File: config.mk
export PLATFORM = sky130hd
export DESIGN_NAME = ara_dispatcher
export DESIGN_NICKNAME = d
export VERILOG_FILES = /design/src/ara_pkg.sv /design/src/ara_dispatcher.sv
export SDC_FILE = /design/constraint.sdc
export NUM_CORES = 1
export LEC_CHECK = 0
export BUFFER_PORTS_ARGS = -buffer_cell sky130_fd_sc_hd__buf_4
export CORE_MARGIN = 4
export CORE_UTILIZATION = 45
export DETAILED_ROUTE_END_ITERATION = 8
export PLACE_DENSITY_LB_ADDON = 0.12
export SETUP_SLACK_MARGIN = 0.1
export SYNTH_ARGS = -nofsm -noshare
export SYNTH_HDL_FRONTEND = slang
export SYNTH_SLANG_ARGS = --single-unit
File: constraint.sdc
create_clock -name clk_i -period 2.4 [get_ports clk_i]
set_input_delay 0.24 -clock clk_i [delete_from_list [all_inputs] [get_ports clk_i]]
set_output_delay 0.24 -clock clk_i [all_outputs]
set_load 0.03 [all_outputs]
File: src/ara_pkg.sv
//////////////////////////////////////////////////////////////////////
// Shared types for the vector accelerator
// Elements are fixed at 32 bits and vl is always the full register
// Opcode codes 5 to 7 are reserved and rejected by the dispatcher
//////////////////////////////////////////////////////////////////////

package ara_pkg;

  //////////////////////////////////////////////////////////////////////
  // Widths
  //////////////////////////////////////////////////////////////////////

  localparam int unsigned ElemWidth = 32;
  localparam int unsigned NrVRegs   = 8;

  typedef logic [$clog2(NrVRegs)-1:0] vreg_t;
  typedef logic [ElemWidth-1:0]       elem_t;

  //////////////////////////////////////////////////////////////////////
  // Opcodes
  //////////////////////////////////////////////////////////////////////

  typedef enum logic [2:0] {
    OP_VADD     = 3'd0,
    OP_VXOR     = 3'd1,
    OP_VAND     = 3'd2,
    OP_VSPLAT   = 3'd3,
    OP_VEXTRACT = 3'd4
  } ara_op_e;

  //////////////////////////////////////////////////////////////////////
  // Core channel
  //////////////////////////////////////////////////////////////////////

  // Raw opcode bits, reserved codes can arrive here
  typedef struct packed {
    logic [2:0] op;
    vreg_t      vd;
    vreg_t      vs1;
    vreg_t      vs2;
    elem_t      scalar;
  } acc_req_t;

  typedef struct packed {
    elem_t result;
    logic  error;
  } acc_resp_t;

  //////////////////////////////////////////////////////////////////////
  // Lane channel
  //////////////////////////////////////////////////////////////////////

  // Scalar is the splat value or the element index of an extract
  typedef struct packed {
    ara_op_e op;
    vreg_t   vd;
    vreg_t   vs1;
    vreg_t   vs2;
    elem_t   scalar;
    logic    is_last;
  } pe_req_t;

  typedef struct packed {
    logic  valid;
    elem_t value;
  } pe_resp_t;

endpackage

File: src/ara_dispatcher.sv
//////////////////////////////////////////////////////////////////////
// Core-side front end, one request outstanding at a time
// Reserved opcodes are answered here and never reach the lanes
// The response is held until the core takes it
//////////////////////////////////////////////////////////////////////

`timescale 1ns/1ps

module ara_dispatcher (
  input  logic                clk_i,
  input  logic                reset_i,
  // Core side
  input  ara_pkg::acc_req_t   acc_req_i,
  input  logic                acc_req_valid_i,
  output logic                acc_req_ready_o,
  output ara_pkg::acc_resp_t  acc_resp_o,
  output logic                acc_resp_valid_o,
  input  logic                acc_resp_ready_i,
  // Sequencer side
  output ara_pkg::pe_req_t    ara_req_o,
  output logic                ara_req_valid_o,
  input  logic                ara_req_ready_i,
  input  ara_pkg::acc_resp_t  ara_resp_i,
  input  logic                ara_resp_valid_i,
  output logic                busy_o
);
  import ara_pkg::*;

  logic      busy_q;
  logic      fwd_valid_q;
  logic      resp_valid_q;
  pe_req_t   fwd_q;
  acc_resp_t resp_q;

  logic accept;
  logic reserved;
  logic resp_done;

  assign acc_req_ready_o = !busy_q;
  assign accept          = acc_req_valid_i && acc_req_ready_o;
  // Codes above the extract are reserved
  assign reserved        = acc_req_i.op > 3'(OP_VEXTRACT);
  assign resp_done       = resp_valid_q && acc_resp_ready_i;

  always_ff @(posedge clk_i) begin
    if (reset_i) begin
      busy_q       <= 1'b0;
      fwd_valid_q  <= 1'b0;
      resp_valid_q <= 1'b0;
    end else begin
      if (accept) begin
        busy_q       <= 1'b1;
        fwd_valid_q  <= !reserved;
        resp_valid_q <= reserved;
      end
      if (fwd_valid_q && ara_req_ready_i) begin
        fwd_valid_q <= 1'b0;
      end
      if (ara_resp_valid_i) begin
        resp_valid_q <= 1'b1;
      end
      // Request retires once the core takes the response
      if (resp_done) begin
        resp_valid_q <= 1'b0;
        busy_q       <= 1'b0;
      end
    end
  end

  always_ff @(posedge clk_i) begin
    if (accept) begin
      fwd_q.op      <= ara_op_e'(acc_req_i.op);
      fwd_q.vd      <= acc_req_i.vd;
      fwd_q.vs1     <= acc_req_i.vs1;
      fwd_q.vs2     <= acc_req_i.vs2;
      fwd_q.scalar  <= acc_req_i.scalar;
      fwd_q.is_last <= acc_req_i.op == 3'(OP_VEXTRACT);
      resp_q        <= '{result: '0, error: 1'b1};
    end else if (ara_resp_valid_i) begin
      resp_q <= ara_resp_i;
    end
  end

  assign ara_req_o        = fwd_q;
  assign ara_req_valid_o  = fwd_valid_q;
  assign acc_resp_o       = resp_q;
  assign acc_resp_valid_o = resp_valid_q;
  assign busy_o           = busy_q;

endmodule

Word level (Yosys, flattened, before mapping)
Cells that the tools add are included.
{"block": "totals", "elab_cells": 23, "out_inout_bits": 82, "inputBits": 83, "reg_bits": 81}
{"block": "op_classes", "reduce_logical": 8, "magnitude_cmp": 1, "n_mux": 2, "eq_ne": 1}
{"operator": "2-bit OR reduction", "count": 2}
{"operator": "3-bit equality test, second input constant", "count": 1}
{"operator": "3-bit greater-than comparator, second input constant", "count": 1}
{"operator": "1-bit logical AND", "count": 3}
{"operator": "1-bit logical NOT", "count": 2}
{"operator": "1-bit two-way mux", "count": 2}
{"operator": "2-bit nonzero test", "count": 1}

Longest topological paths before layout
{"block": "depth", "word_depth": 4, "depth_mapped": 4, "ltp_nobuf": 4}

Worst setup path before layout
Ideal clock, no wire load.
{"block": "synth_timing", "kind": "register -> register", "startpoint": "register busy_q (netlist: busy_o)", "endpoint": "register fwd_q, in the netlist ara_req_o[0] (enable)", "setup_slack_ps": 661, "n_path_buf": 1, "stages_incl_launch_ff": 4, "arrival_time_ps": 1354, "setup_ps": 385, "period_less_slack_ps": 1739, "t_required_ps": 2015, "path_cell_list": "dfxtp_1 -> nand2b_4 -> inv_2 -> buf_2"}
{"block": "synth_via", "elab_chain_cells": 2}
{"element": "start: declaration", "line": "ara_dispatcher.sv:29", "source": "logic busy_q;"}
{"element": "start signal: assignment", "line": "ara_dispatcher.sv:47", "source": "busy_q <= 1'b0;"}
{"element": "start signal: assignment", "line": "ara_dispatcher.sv:52", "source": "busy_q <= 1'b1;"}
{"element": "start signal: assignment", "line": "ara_dispatcher.sv:65", "source": "busy_q <= 1'b0;"}
{"element": "1-bit logical NOT", "line": "ara_dispatcher.sv:39", "source": "assign acc_req_ready_o = !busy_q;"}
{"element": "1-bit logical AND", "line": "ara_dispatcher.sv:40", "source": "assign accept = acc_req_valid_i && acc_req_ready_o;"}
{"element": "named net accept", "line": "ara_dispatcher.sv:35", "source": "logic accept;"}
{"element": "end: declaration", "line": "ara_dispatcher.sv:32", "source": "pe_req_t fwd_q;"}
The timed path passes the listed nets, and every way through them passes these cells.
A chain may end at the register's enable or synchronous reset.

Final worst setup path
{"block": "layout_timing", "startpoint": "register busy_q (netlist: busy_o)", "endpoint": "register fwd_q, in the netlist ara_req_o[2] (enable)"}
{"block": "layout_via", "elab_chain_cells": 2}
{"element": "1-bit logical NOT", "line": "ara_dispatcher.sv:39"}
{"element": "1-bit logical AND", "line": "ara_dispatcher.sv:40"}
No other way between the ends.

==> flow_summary.json <==
{
  "outcome": "finished, final reports clean",
  "num_rows": 27,
  "cts_setup_buffers": 0,
  "yosys.area_share.simple": 0.0573,
  "rsz0062_at_grt": "no",
  "slew_headroom": 0.611,
  "synth_top_family_by_area": "multiplexers",
  "synthTopCellsByArea": "edfxtp_1 51%, dfxtp_1 27%, mux2i_1 12%",
  "wl_met3_um": 701,
  "route.detailed.wl_per_inst_um": 15.7,
  "antenna_left": 0,
  "startpoint_type": "register",
  "root_buffer": "clkbuf_8",
  "yosysSeqAreaShare": 0.777,
  "clock-sinks": 81,
  "timing.final.setup_violations": 0,
  "cp.required_ps": 2420,
  "reg2reg_from": "busy_o",
  "timing.hold.ws_ps": 75.0,
  "min_path_type": "in -> reg",
  "n_antenna_cell": 0,
  "fin_total_pwr_uw": 3460,
  "grt_max_degree": 45,
  "area_growth_pct": 58.1,
  "crit_arrival_ps": 1490,
  "fin_worst_skew_ps": 3.50,
  "fp.dieW_um": 85.0,
  "maxCapViolCount": 0,
  "worst_pin_slew_ps": 583,
  "gp_congestion": 0.777,
  "wl_met1_um": 2480,
  "postPlaceCellArea_um2": 3960,
  "dpl.hpwl_um": 4910,
  "synth-async-reset-ratio": 0,
  "netlist_area_um2": 2670,
  "ys_types": 17,
  "synth_compound_area_frac": 0.0178,
  "dieArea_um2": 7220,
  "hp-start": "reset_i",
  "grt_remaining_overflow": 0,
  "clock_path_buffers": 2,
  "dr.pass1.iters": 4,
  "totalWireLength_um": 6500,
  "cellPowerDensity_nw_per_um2": 822,
  "synthFlopType": "edfxtp_1",
  "synth_nets": 249,
  "cts-resized-gates": 0,
  "slew_violations": 0,
  "vias": 1886,
  "fin_area_um2": 4220,
  "cp-end-kind": "register",
  "worstSkewPairLatency_ps": 330,
  "fin_crit_sh": 0.611,
  "portBuffers": 164,
  "hold_viol_final": 0,
  "top_layer_used": "met4",
  "period_needed_ps": 1470,
  "ys_ff_latch": 81,
  "synth_edf_count": 45,
  "via_per_inst": 4.57,
  "path_clk_slew_ps": 80,
  "synth_mux_area_frac": 0.124,
  "cp_max_fo": 44,
  "yosys.area.top_type": "edfxtp_1",
  "h-tree-depth": 3,
  "reg2regPathDepth": 3,
  "cts_tree": "yes",
  "antenna_found_initial": 0,
  "ioPinCount": 165,
  "drive_gt1_frac": 0.540,
  "die_y_um": 85.0,
  "holdPathStages": 2,
  "synth_cells": 166,
  "drt_iter0_drc": 107,
  "p_leak_uw": 0.00197,
  "fillers": 414,
  "track_usage": 0.180,
  "nNetsFinal": 419,
  "synth_xor_area_frac": 0,
  "holdPathEnd": "ara_req_valid_o",
  "yosysWarningCount": 0,
  "core_um2": 5640,
  "wl_met2_um": 3240,
  "drc": 0,
  "cts_inserted_buffers": 9,
  "grt_pass1_wl_um": 10100,
  "critPathKind": "reg -> reg",
  "final-instance-count-excl-fill": 413,
  "tns_ps": 0,
  "synth_top_area_share": 0.507,
  "dp.cells": 397,
  "fmax_ghz": 0.682,
  "grt_pass1_vias": 2004,
  "initial_core_util": 0.473,
  "r2r-end": "ara_req_o[2]",
  "peakVddDrop_mv": 0.493,
  "r2r_slack_ps": 930,
  "holdBufCountCts": 0,
  "synth_adder_area_share": 0,
  "avgSynthCellArea_um2": 16.1
}
[cells by family after synthesis]
group	count (synthesis)
and+or+nand+nor	37
DFF	81
AOI/OAI and AO/OA	6
buffers and inverters	9
muxes	33
[layout by cell type, fill, tap and decap left out]
cell type,instances
clkbuf_8,9
edfxtp_1,45
nand2b_4,1
o21a_1,2
inv_2,1
a21oi_1,1
buf_12,1
dfxtp_1,36
o21ai_0,1
mux2i_1,33
nor2_1,34
a2111oi_2,1
a21o_1,1
clkbuf_1,1
bufinv_16,4
nor3b_1,1
clkinv_2,2
inv_1,1
buf_4,165
nand2_1,1
[metrics by stage]
stage	utilization	worst slack (ps)
floorplan	-	661
global placement	0.702	961
detailed placement	0.702	939
CTS	0.747	929
global route	0.747	855
finish	0.747	933
[layer usage]
metal,global-route usage,vias to the layer above
li1,-,925
met1,0.209,848
met2,0.303,104
met3,0.0631,9
met4,0.0748,0
met5,0,-
[where the power goes]
group	total [uW]	internal (uW)	switching [uW]
logic	601	257	343
clock network	1250	793	453
registers	1620	1580	42.8
[registers in the layout, indices dropped and copies added, names as in the netlist]
register          cells
busy_o                1
ara_req_o            45
ara_req_valid_o       1
acc_resp_o           33
acc_resp_valid_o      1
[area by class of cell]
| type | instances | area, um2 | area share |
|---|---|---|---|
| Tap cell | 72 | 90.1 | 0.0214 |
| Inverter | 2 | 7.51 | 0.00178 |
| Clock inverter | 6 | 130 | 0.0309 |
| Clock buffer | 10 | 128 | 0.0303 |
| Multi-Input combinational cell | 76 | 531 | 0.126 |
| Sequential cell | 81 | 2070 | 0.491 |
| Timing Repair Buffer | 166 | 1260 | 0.299 |
[worst max path at each step]
stage	startpoint	to	depth (start not counted)
after CTS	busy_o	ara_req_o[22]	3
after global placement	busy_o	ara_req_o[16]	3
after detailed placement	busy_o	ara_req_o[10]	3
final	busy_o	ara_req_o[2]	3
after floorplan	busy_o	ara_req_o[0]	3
after global routing	busy_o	ara_req_o[22]	3
[worst max-delay path: stages (launching register included)]
cell and delay, ps:
dfxtp_1 340, nand2b_4 160, inv_2 350, buf_12 300
[cells in the mapped netlist (2+ instances only)]
cell type and count:
buf_2 3, o21a_1 2, dfxtp_1 36, edfxtp_1 45, mux2i_1 33, buf_6 3
nor2_1 34
Note: power is estimated with default switching activity, not from simulation.
