**src/ara_pkg.sv**
```systemverilog
//////////////////////////////////////////////////////////////////////
// Shared types for the vector accelerator
// Elements are fixed at 32 bits and vl is always the full register
// Opcode codes 5 to 7 are reserved and rejected by the dispatcher
//////////////////////////////////////////////////////////////////////

package ara_pkg;

  //////////////////////////////////////////////////////////////////////
  // Widths
  //////////////////////////////////////////////////////////////////////

  localparam int unsigned ElemWidth = 32;
  localparam int unsigned NrVRegs   = 8;

  typedef logic [$clog2(NrVRegs)-1:0] vreg_t;
  typedef logic [ElemWidth-1:0]       elem_t;

  //////////////////////////////////////////////////////////////////////
  // Opcodes
  //////////////////////////////////////////////////////////////////////

  typedef enum logic [2:0] {
    OP_VADD     = 3'd0,
    OP_VXOR     = 3'd1,
    OP_VAND     = 3'd2,
    OP_VSPLAT   = 3'd3,
    OP_VEXTRACT = 3'd4
  } ara_op_e;

  //////////////////////////////////////////////////////////////////////
  // Core channel
  //////////////////////////////////////////////////////////////////////

  // Raw opcode bits, reserved codes can arrive here
  typedef struct packed {
    logic [2:0] op;
    vreg_t      vd;
    vreg_t      vs1;
    vreg_t      vs2;
    elem_t      scalar;
  } acc_req_t;

  typedef struct packed {
    elem_t result;
    logic  error;
  } acc_resp_t;

  //////////////////////////////////////////////////////////////////////
  // Lane channel
  //////////////////////////////////////////////////////////////////////

  // Scalar is the splat value or the element index of an extract
  typedef struct packed {
    ara_op_e op;
    vreg_t   vd;
    vreg_t   vs1;
    vreg_t   vs2;
    elem_t   scalar;
    logic    is_last;
  } pe_req_t;

  typedef struct packed {
    logic  valid;
    elem_t value;
  } pe_resp_t;

endpackage

```
**src/ara_sequencer.sv**
```systemverilog
//////////////////////////////////////////////////////////////////////
// Broadcasts instructions to all lanes and gathers extract results
// NrLanes must be a power of two and at least 2
// VLEN must be a power of two, extract indices wrap at VLEN/32
//////////////////////////////////////////////////////////////////////

`timescale 1ns/1ps

module ara_sequencer #(
  parameter int unsigned NrLanes = 4,
  parameter int unsigned VLEN    = 512
) (
  input  logic                              clk_i,
  input  logic                              reset_i,
  // Dispatcher side
  input  ara_pkg::pe_req_t                  ara_req_i,
  input  logic                              ara_req_valid_i,
  output logic                              ara_req_ready_o,
  output ara_pkg::acc_resp_t                ara_resp_o,
  output logic                              ara_resp_valid_o,
  // Lane side
  output ara_pkg::pe_req_t                  pe_req_o,
  output logic                              pe_req_valid_o,
  input  logic [NrLanes-1:0]                pe_req_ready_i,
  input  ara_pkg::pe_resp_t [NrLanes-1:0]   pe_resp_i,
  input  logic [NrLanes-1:0]                lanes_idle_i,
  input  logic                              busy_i,
  output logic                              idle_o
);
  import ara_pkg::*;

  localparam int unsigned NrElems  = VLEN / ElemWidth;
  localparam int unsigned ElemIdxW = $clog2(NrElems);
  localparam int unsigned LaneIdxW = $clog2(NrLanes);

  logic                all_ready;
  logic                issue;
  logic                owner_strobe;
  logic                wait_q;
  logic [LaneIdxW-1:0] owner_q;
  logic                resp_valid_q;
  elem_t               resp_result_q;

  //////////////////////////////////////////////////////////////////////
  // Issue
  //////////////////////////////////////////////////////////////////////

  // All lanes take the instruction in the same cycle
  assign all_ready       = &pe_req_ready_i;
  assign pe_req_valid_o  = ara_req_valid_i && !wait_q;
  assign ara_req_ready_o = all_ready && !wait_q;
  assign issue           = pe_req_valid_o && all_ready;

  always_comb begin
    pe_req_o = ara_req_i;
    // Wrap the element index into the register
    if (ara_req_i.is_last) begin
      pe_req_o.scalar = elem_t'(ara_req_i.scalar[ElemIdxW-1:0]);
    end
  end

  //////////////////////////////////////////////////////////////////////
  // Responses
  //////////////////////////////////////////////////////////////////////

  // Only the lane holding the element may answer
  assign owner_strobe = wait_q && pe_resp_i[owner_q].valid;

  always_ff @(posedge clk_i) begin
    if (reset_i) begin
      wait_q       <= 1'b0;
      resp_valid_q <= 1'b0;
    end else begin
      resp_valid_q <= (issue && !ara_req_i.is_last) || owner_strobe;
      if (issue && ara_req_i.is_last) begin
        wait_q <= 1'b1;
      end else if (owner_strobe) begin
        wait_q <= 1'b0;
      end
    end
  end

  always_ff @(posedge clk_i) begin
    if (issue) begin
      owner_q       <= ara_req_i.scalar[LaneIdxW-1:0];
      resp_result_q <= '0;
    end else if (owner_strobe) begin
      resp_result_q <= pe_resp_i[owner_q].value;
    end
  end

  assign ara_resp_o       = '{result: resp_result_q, error: 1'b0};
  assign ara_resp_valid_o = resp_valid_q;
  assign idle_o           = !busy_i && (&lanes_idle_i);

endmodule

```
**config.mk**
```make
export PLATFORM = sky130hd
export DESIGN_NAME = ara_sequencer
export DESIGN_NICKNAME = d
export VERILOG_FILES = /design/src/ara_pkg.sv /design/src/ara_sequencer.sv
export SDC_FILE = /design/constraint.sdc
export NUM_CORES = 1
export LEC_CHECK = 0
export BUFFER_PORTS_ARGS = -buffer_cell sky130_fd_sc_hd__buf_4
export CAP_MARGIN = 20
export CORE_AREA = 2 2 106 108
export DETAILED_ROUTE_END_ITERATION = 8
export DIE_AREA = 0 0 108 110
export GPL_TIMING_DRIVEN = 1
export PLACE_DENSITY = 0.63
export SETUP_SLACK_MARGIN = 0.3
export SLEW_MARGIN = 5
export SYNTH_ARGS = -nofsm -noshare
export SYNTH_HDL_FRONTEND = slang
export SYNTH_SLANG_ARGS = --single-unit
```
**constraint.sdc**
```tcl
create_clock -name clk_i -period 3.6 [get_ports clk_i]
set_input_delay 0.72 -clock clk_i [delete_from_list [all_inputs] [get_ports clk_i]]
set_output_delay 0.72 -clock clk_i [all_outputs]
set_load 0.01 [all_outputs]
```
Yosys cells after proc, flatten, opt, wreduce, memory -nomap -nowiden
Cells that the tools add are included.

Register bits after elaboration: 36. Bits of input ports: 189. Output and inout port bits: 82.

Mux-type cells: 5. Order comparisons: 1. Reductions and logical operators: 14.

Operators by type and width (number): $bmux W33 S2 (1); $mux W33 (1); $mux W32 (1); $reduce_and A4 Y1 (2); $logic_and A1 B1 Y1 (7); $logic_not A1 Y1 (3); $lt A2 B3 Y1 const B (1); $mux W1 (2); $reduce_bool A2 Y1 (1); $logic_or A1 B1 Y1 (1).

Logic depth before layout (Yosys ltp)
Depth after elaboration: 5. Depth in mapped cells: 6. Depth with buffers taken out: 4.

Worst setup path after synthesis
OpenSTA, ideal clock, no wires.

Path type: input to register. Start: input pe_req_ready_i[2]. End: register owner_q[0], enable pin. Required time: 3.255 ns. Cell stages on the path: 3. Setup time: 0.345 ns. Path buffers: 1. Path slack: 1.727 ns. Arrival: 1.529 ns. Path through: nand4_1 -> nor3b_2 -> clkbuf_1.

Longest elaborated chain between the ends: 2.

RTL lines: start, declared (RTL line ara_sequencer.sv:24) `input logic [NrLanes-1:0] pe_req_ready_i,`; $reduce_and A4 Y1 (RTL line ara_sequencer.sv:49) `assign all_ready = &pe_req_ready_i;`; $logic_and A1 B1 Y1 (RTL line ara_sequencer.sv:52) `assign issue = pe_req_valid_o && all_ready;`; via issue (RTL line ara_sequencer.sv:37) `logic issue;`; end signal, assigned (RTL line ara_sequencer.sv:85) `owner_q <= ara_req_i.scalar[LaneIdxW-1:0];`; end, declared (RTL line ara_sequencer.sv:40) `logic [LaneIdxW-1:0] owner_q;`.

The timed path passes the listed nets, and every way through them passes these cells. A chain may end at the register's enable or synchronous reset.

Final worst setup path
Start: register owner_q[0]. End: register resp_result_q[13].

Longest elaborated chain between the ends: 3.

RTL lines: $bmux W33 S2 (*) (RTL line ara_sequencer.sv:67, ara_sequencer.sv:88); $mux W33 (implied by the code) (*) (RTL line ara_sequencer.sv:88) `resp_result_q <= pe_resp_i[owner_q].value;`; $logic_and A1 B1 Y1 (RTL line ara_sequencer.sv:67) `assign owner_strobe = wait_q && pe_resp_i[owner_q].valid;`; end signal, assigned (RTL line ara_sequencer.sv:88); end, declared (RTL line ara_sequencer.sv:42) `elem_t resp_result_q;`.

Mark *: on every way between the ends. The rest lies on a longest branch, timed or not. The select of a mux whose other input is x is not followed.

==> flow_summary.json <==
{
  "nets": 621,
  "start_kind": "flop",
  "p_leak_nw": 2.020,
  "die_area_um2": 11880,
  "maxCapViolCount": 0,
  "vias_per_cell": 4.325,
  "drt_first_iter_violations": 84,
  "initial_utilization_pct": 23.17,
  "synth_area_leader_cell": "mux4_2",
  "layout_commonest_cell": "buf_4",
  "synth_seq_cells": 36,
  "crit_fanout": 24,
  "grt_util_met1_pct": 16.47,
  "arrival_ps": 2570,
  "portBuffers": 241,
  "die_h_um": 110,
  "core.rowCount": 38,
  "ir_drop_mv": 0.1559,
  "clock_latency_ps": 290,
  "cp_slowest_cell": "o2bb2ai_4",
  "synthFlopType": "dfxtp_1",
  "synth.area.mux_share_pct": 43.01,
  "p_total_mw": 1.208,
  "yosysUniqueCellTypes": 21,
  "syn_nets": 404,
  "final_cell_mix": "buf_4, nor2_1, dfxtp_1, mux2i_1, mux4_2",
  "critPathMaxStageDelay_ps": 770,
  "cp.buffers_inverters": 1,
  "yosys.area.top_type_share_pct": 29.08,
  "path_delay_family": "compound AO/OA/AOI/OAI gates",
  "synth-xor-area-share_pct": 0,
  "htreeDepth": 2,
  "gr-usage-met3_pct": 2.939,
  "grt_pass1_vias": 2455,
  "holdBufCountCts": 0,
  "cts.sinks": 36,
  "n_antenna_cell": 0,
  "clk_pin_slew_worst_paths_ps": 80,
  "p_per_area_nw_per_um2": 277.6,
  "synth_compound_area_share_pct": 1.716,
  "die_w_um": 108,
  "syn_to_final_growth_pct": 75.52,
  "antenna_left": 0,
  "drt_wl_total_mm": 8.701,
  "finalSetupViolCount": 0,
  "synth_top_family_by_area": "multiplexers",
  "hpwl_mm": 7.156,
  "post-route-period-util_pct": 67.08,
  "synth-edff-count": 2,
  "syn_inst": 215,
  "wl_per_cell_um": 15.18,
  "synth_simple_gate_area_share_pct": 14.59,
  "syn_area_um2": 2479,
  "outcome": "finished clean",
  "postCtsResizedCells": 0,
  "cts_root_buf": "clkbuf_8",
  "detail_route.first_pass.iterations": 4,
  "cts_buffers": 5,
  "grt_max_degree": 34,
  "drive_gt1_share_pct": 66.51,
  "gp_congestion": 0.8487,
  "worst_slew_margin_rel_pct": 38.79,
  "path_class": "reg2reg",
  "required_ps": 3750,
  "dp.cells": 565,
  "yosys_warnings": 0,
  "drc": 0,
  "clock-skew-final_ps": 3.420,
  "tightestPinTransition_ps": 916.7,
  "finalNonFillerCells": 573,
  "io_pins": 271,
  "setup_tns_ps": 0,
  "rsz0062_at_grt": "no",
  "ys_top_cells_by_area": "mux4_2, dfxtp_1, mux2i_1",
  "slew_viol_final": 0,
  "async_flop_share_pct": 0,
  "grt_pass1_wl_mm": 12.63,
  "end_kind": "flop",
  "ctsLongestPathBuffers": 2,
  "path_cells": "nand2_1 -> o2bb2ai_4 -> buf_4 -> mux2i_1 -> nor2_1",
  "core_area_um2": 10700,
  "met2_usage_pct": 24.93,
  "cts_tree": "done",
  "cts_setup_buffers": 0,
  "hold_viol_final": 0,
  "vias": 2478,
  "groute.usage.overall_pct": 13.94,
  "synthAdderAreaFrac_pct": 0,
  "antenna_found_initial": 0,
  "hp-class": "reg2reg",
  "fin_crit_ps": 2415,
  "fillers": 1049,
  "ys_seq_area_share_pct": 29.88,
  "syn_avg_cell_area_um2": 11.53,
  "busiest_layer": "met2",
  "gr-total-overflow": 0,
  "max_clock_freq_ghz": 0.4141
}
[routing by layer]
layer  part of all wire [%]  routed length [um]
met4                    1.7                 147
met5                      0                   0
met3                    7.2                 630
met2                     53                4614
met1                     38                3309
[cells by family after synthesis]
group,Yosys count
flip-flops,36
AND/OR/NAND/NOR,72
buffers and inverters,36
multiplexers,66
other,1
AO/OA/AOI/OAI,4
[worst reg2reg max path: cells and delay by family (launching register included)]
| family | cells | cell delay, ps |
|---|---|---|
| AOI/OAI and AO/OA | 1 | 770 |
| buffers and inverters | 1 | 360 |
| DFF | 1 | 690 |
| muxes | 1 | 230 |
| and+or+nand+nor | 2 | 230 |
[Yosys cell counts (2+ instances only)]
library cell / number
buf_4: 21
dfxtp_1: 34
edfxtp_1: 2
nand4_1: 2
mux4_2: 32
buf_8: 3
buf_6: 2
nor2_1: 36
nor2b_1: 30
a21oi_1: 2
mux2i_1: 33
nand2_1: 2
clkbuf_1: 8
[stage by stage]
step	setup slack, ps	area [um^2]	hold slack [ps]	utilization, %
final	1185	4350	499.3	40.67
after global routing	897.2	4350	529.6	40.67
after CTS	1053	4350	504.5	40.67
after detailed placement	1078	4239	482.4	39.63
after global placement	1154	4239	475.9	39.63
after floorplan	1727	2479	510.0	-
[state kept, by name, indices dropped and copies added (netlist names)]
| signal | count |
|---|---|
| ara_resp_valid_o | 1 |
| wait_q | 1 |
| owner_q | 2 |
| resp_result_q | 32 |
[layout make-up]
| type | count | area, um^2 | area share (%) |
|---|---|---|---|
| inverter | 1 | 3.754 | 0.08628 |
| tap | 140 | 175.2 | 4.026 |
| multi-input combinational | 143 | 1480 | 34.02 |
| clock buffer | 5 | 68.82 | 1.582 |
| clock inverter | 3 | 42.54 | 0.9779 |
| sequential | 36 | 740.7 | 17.03 |
| timing repair buffer | 245 | 1839 | 42.28 |
[worst paths after layout]
path | start | to | slack, ps | cells past startpoint
worst max register to register | owner_q[0] | resp_result_q[13] | 1190 | 5
worst min-delay path | resp_result_q[0] | resp_result_q[0] | 500 | 2
worst max-delay path | owner_q[0] | resp_result_q[13] | 1190 | 5
worst min register to register | resp_result_q[0] | resp_result_q[0] | 500 | 2
[report_power, final]
group / internal [mW] / switching, mW
sequential: 0.443 / 0.0220
combinational: 0.254 / 0.128
clock: 0.205 / 0.155
total: 0.902 / 0.305
No activity file was read; power rests on OpenSTA's default activity.
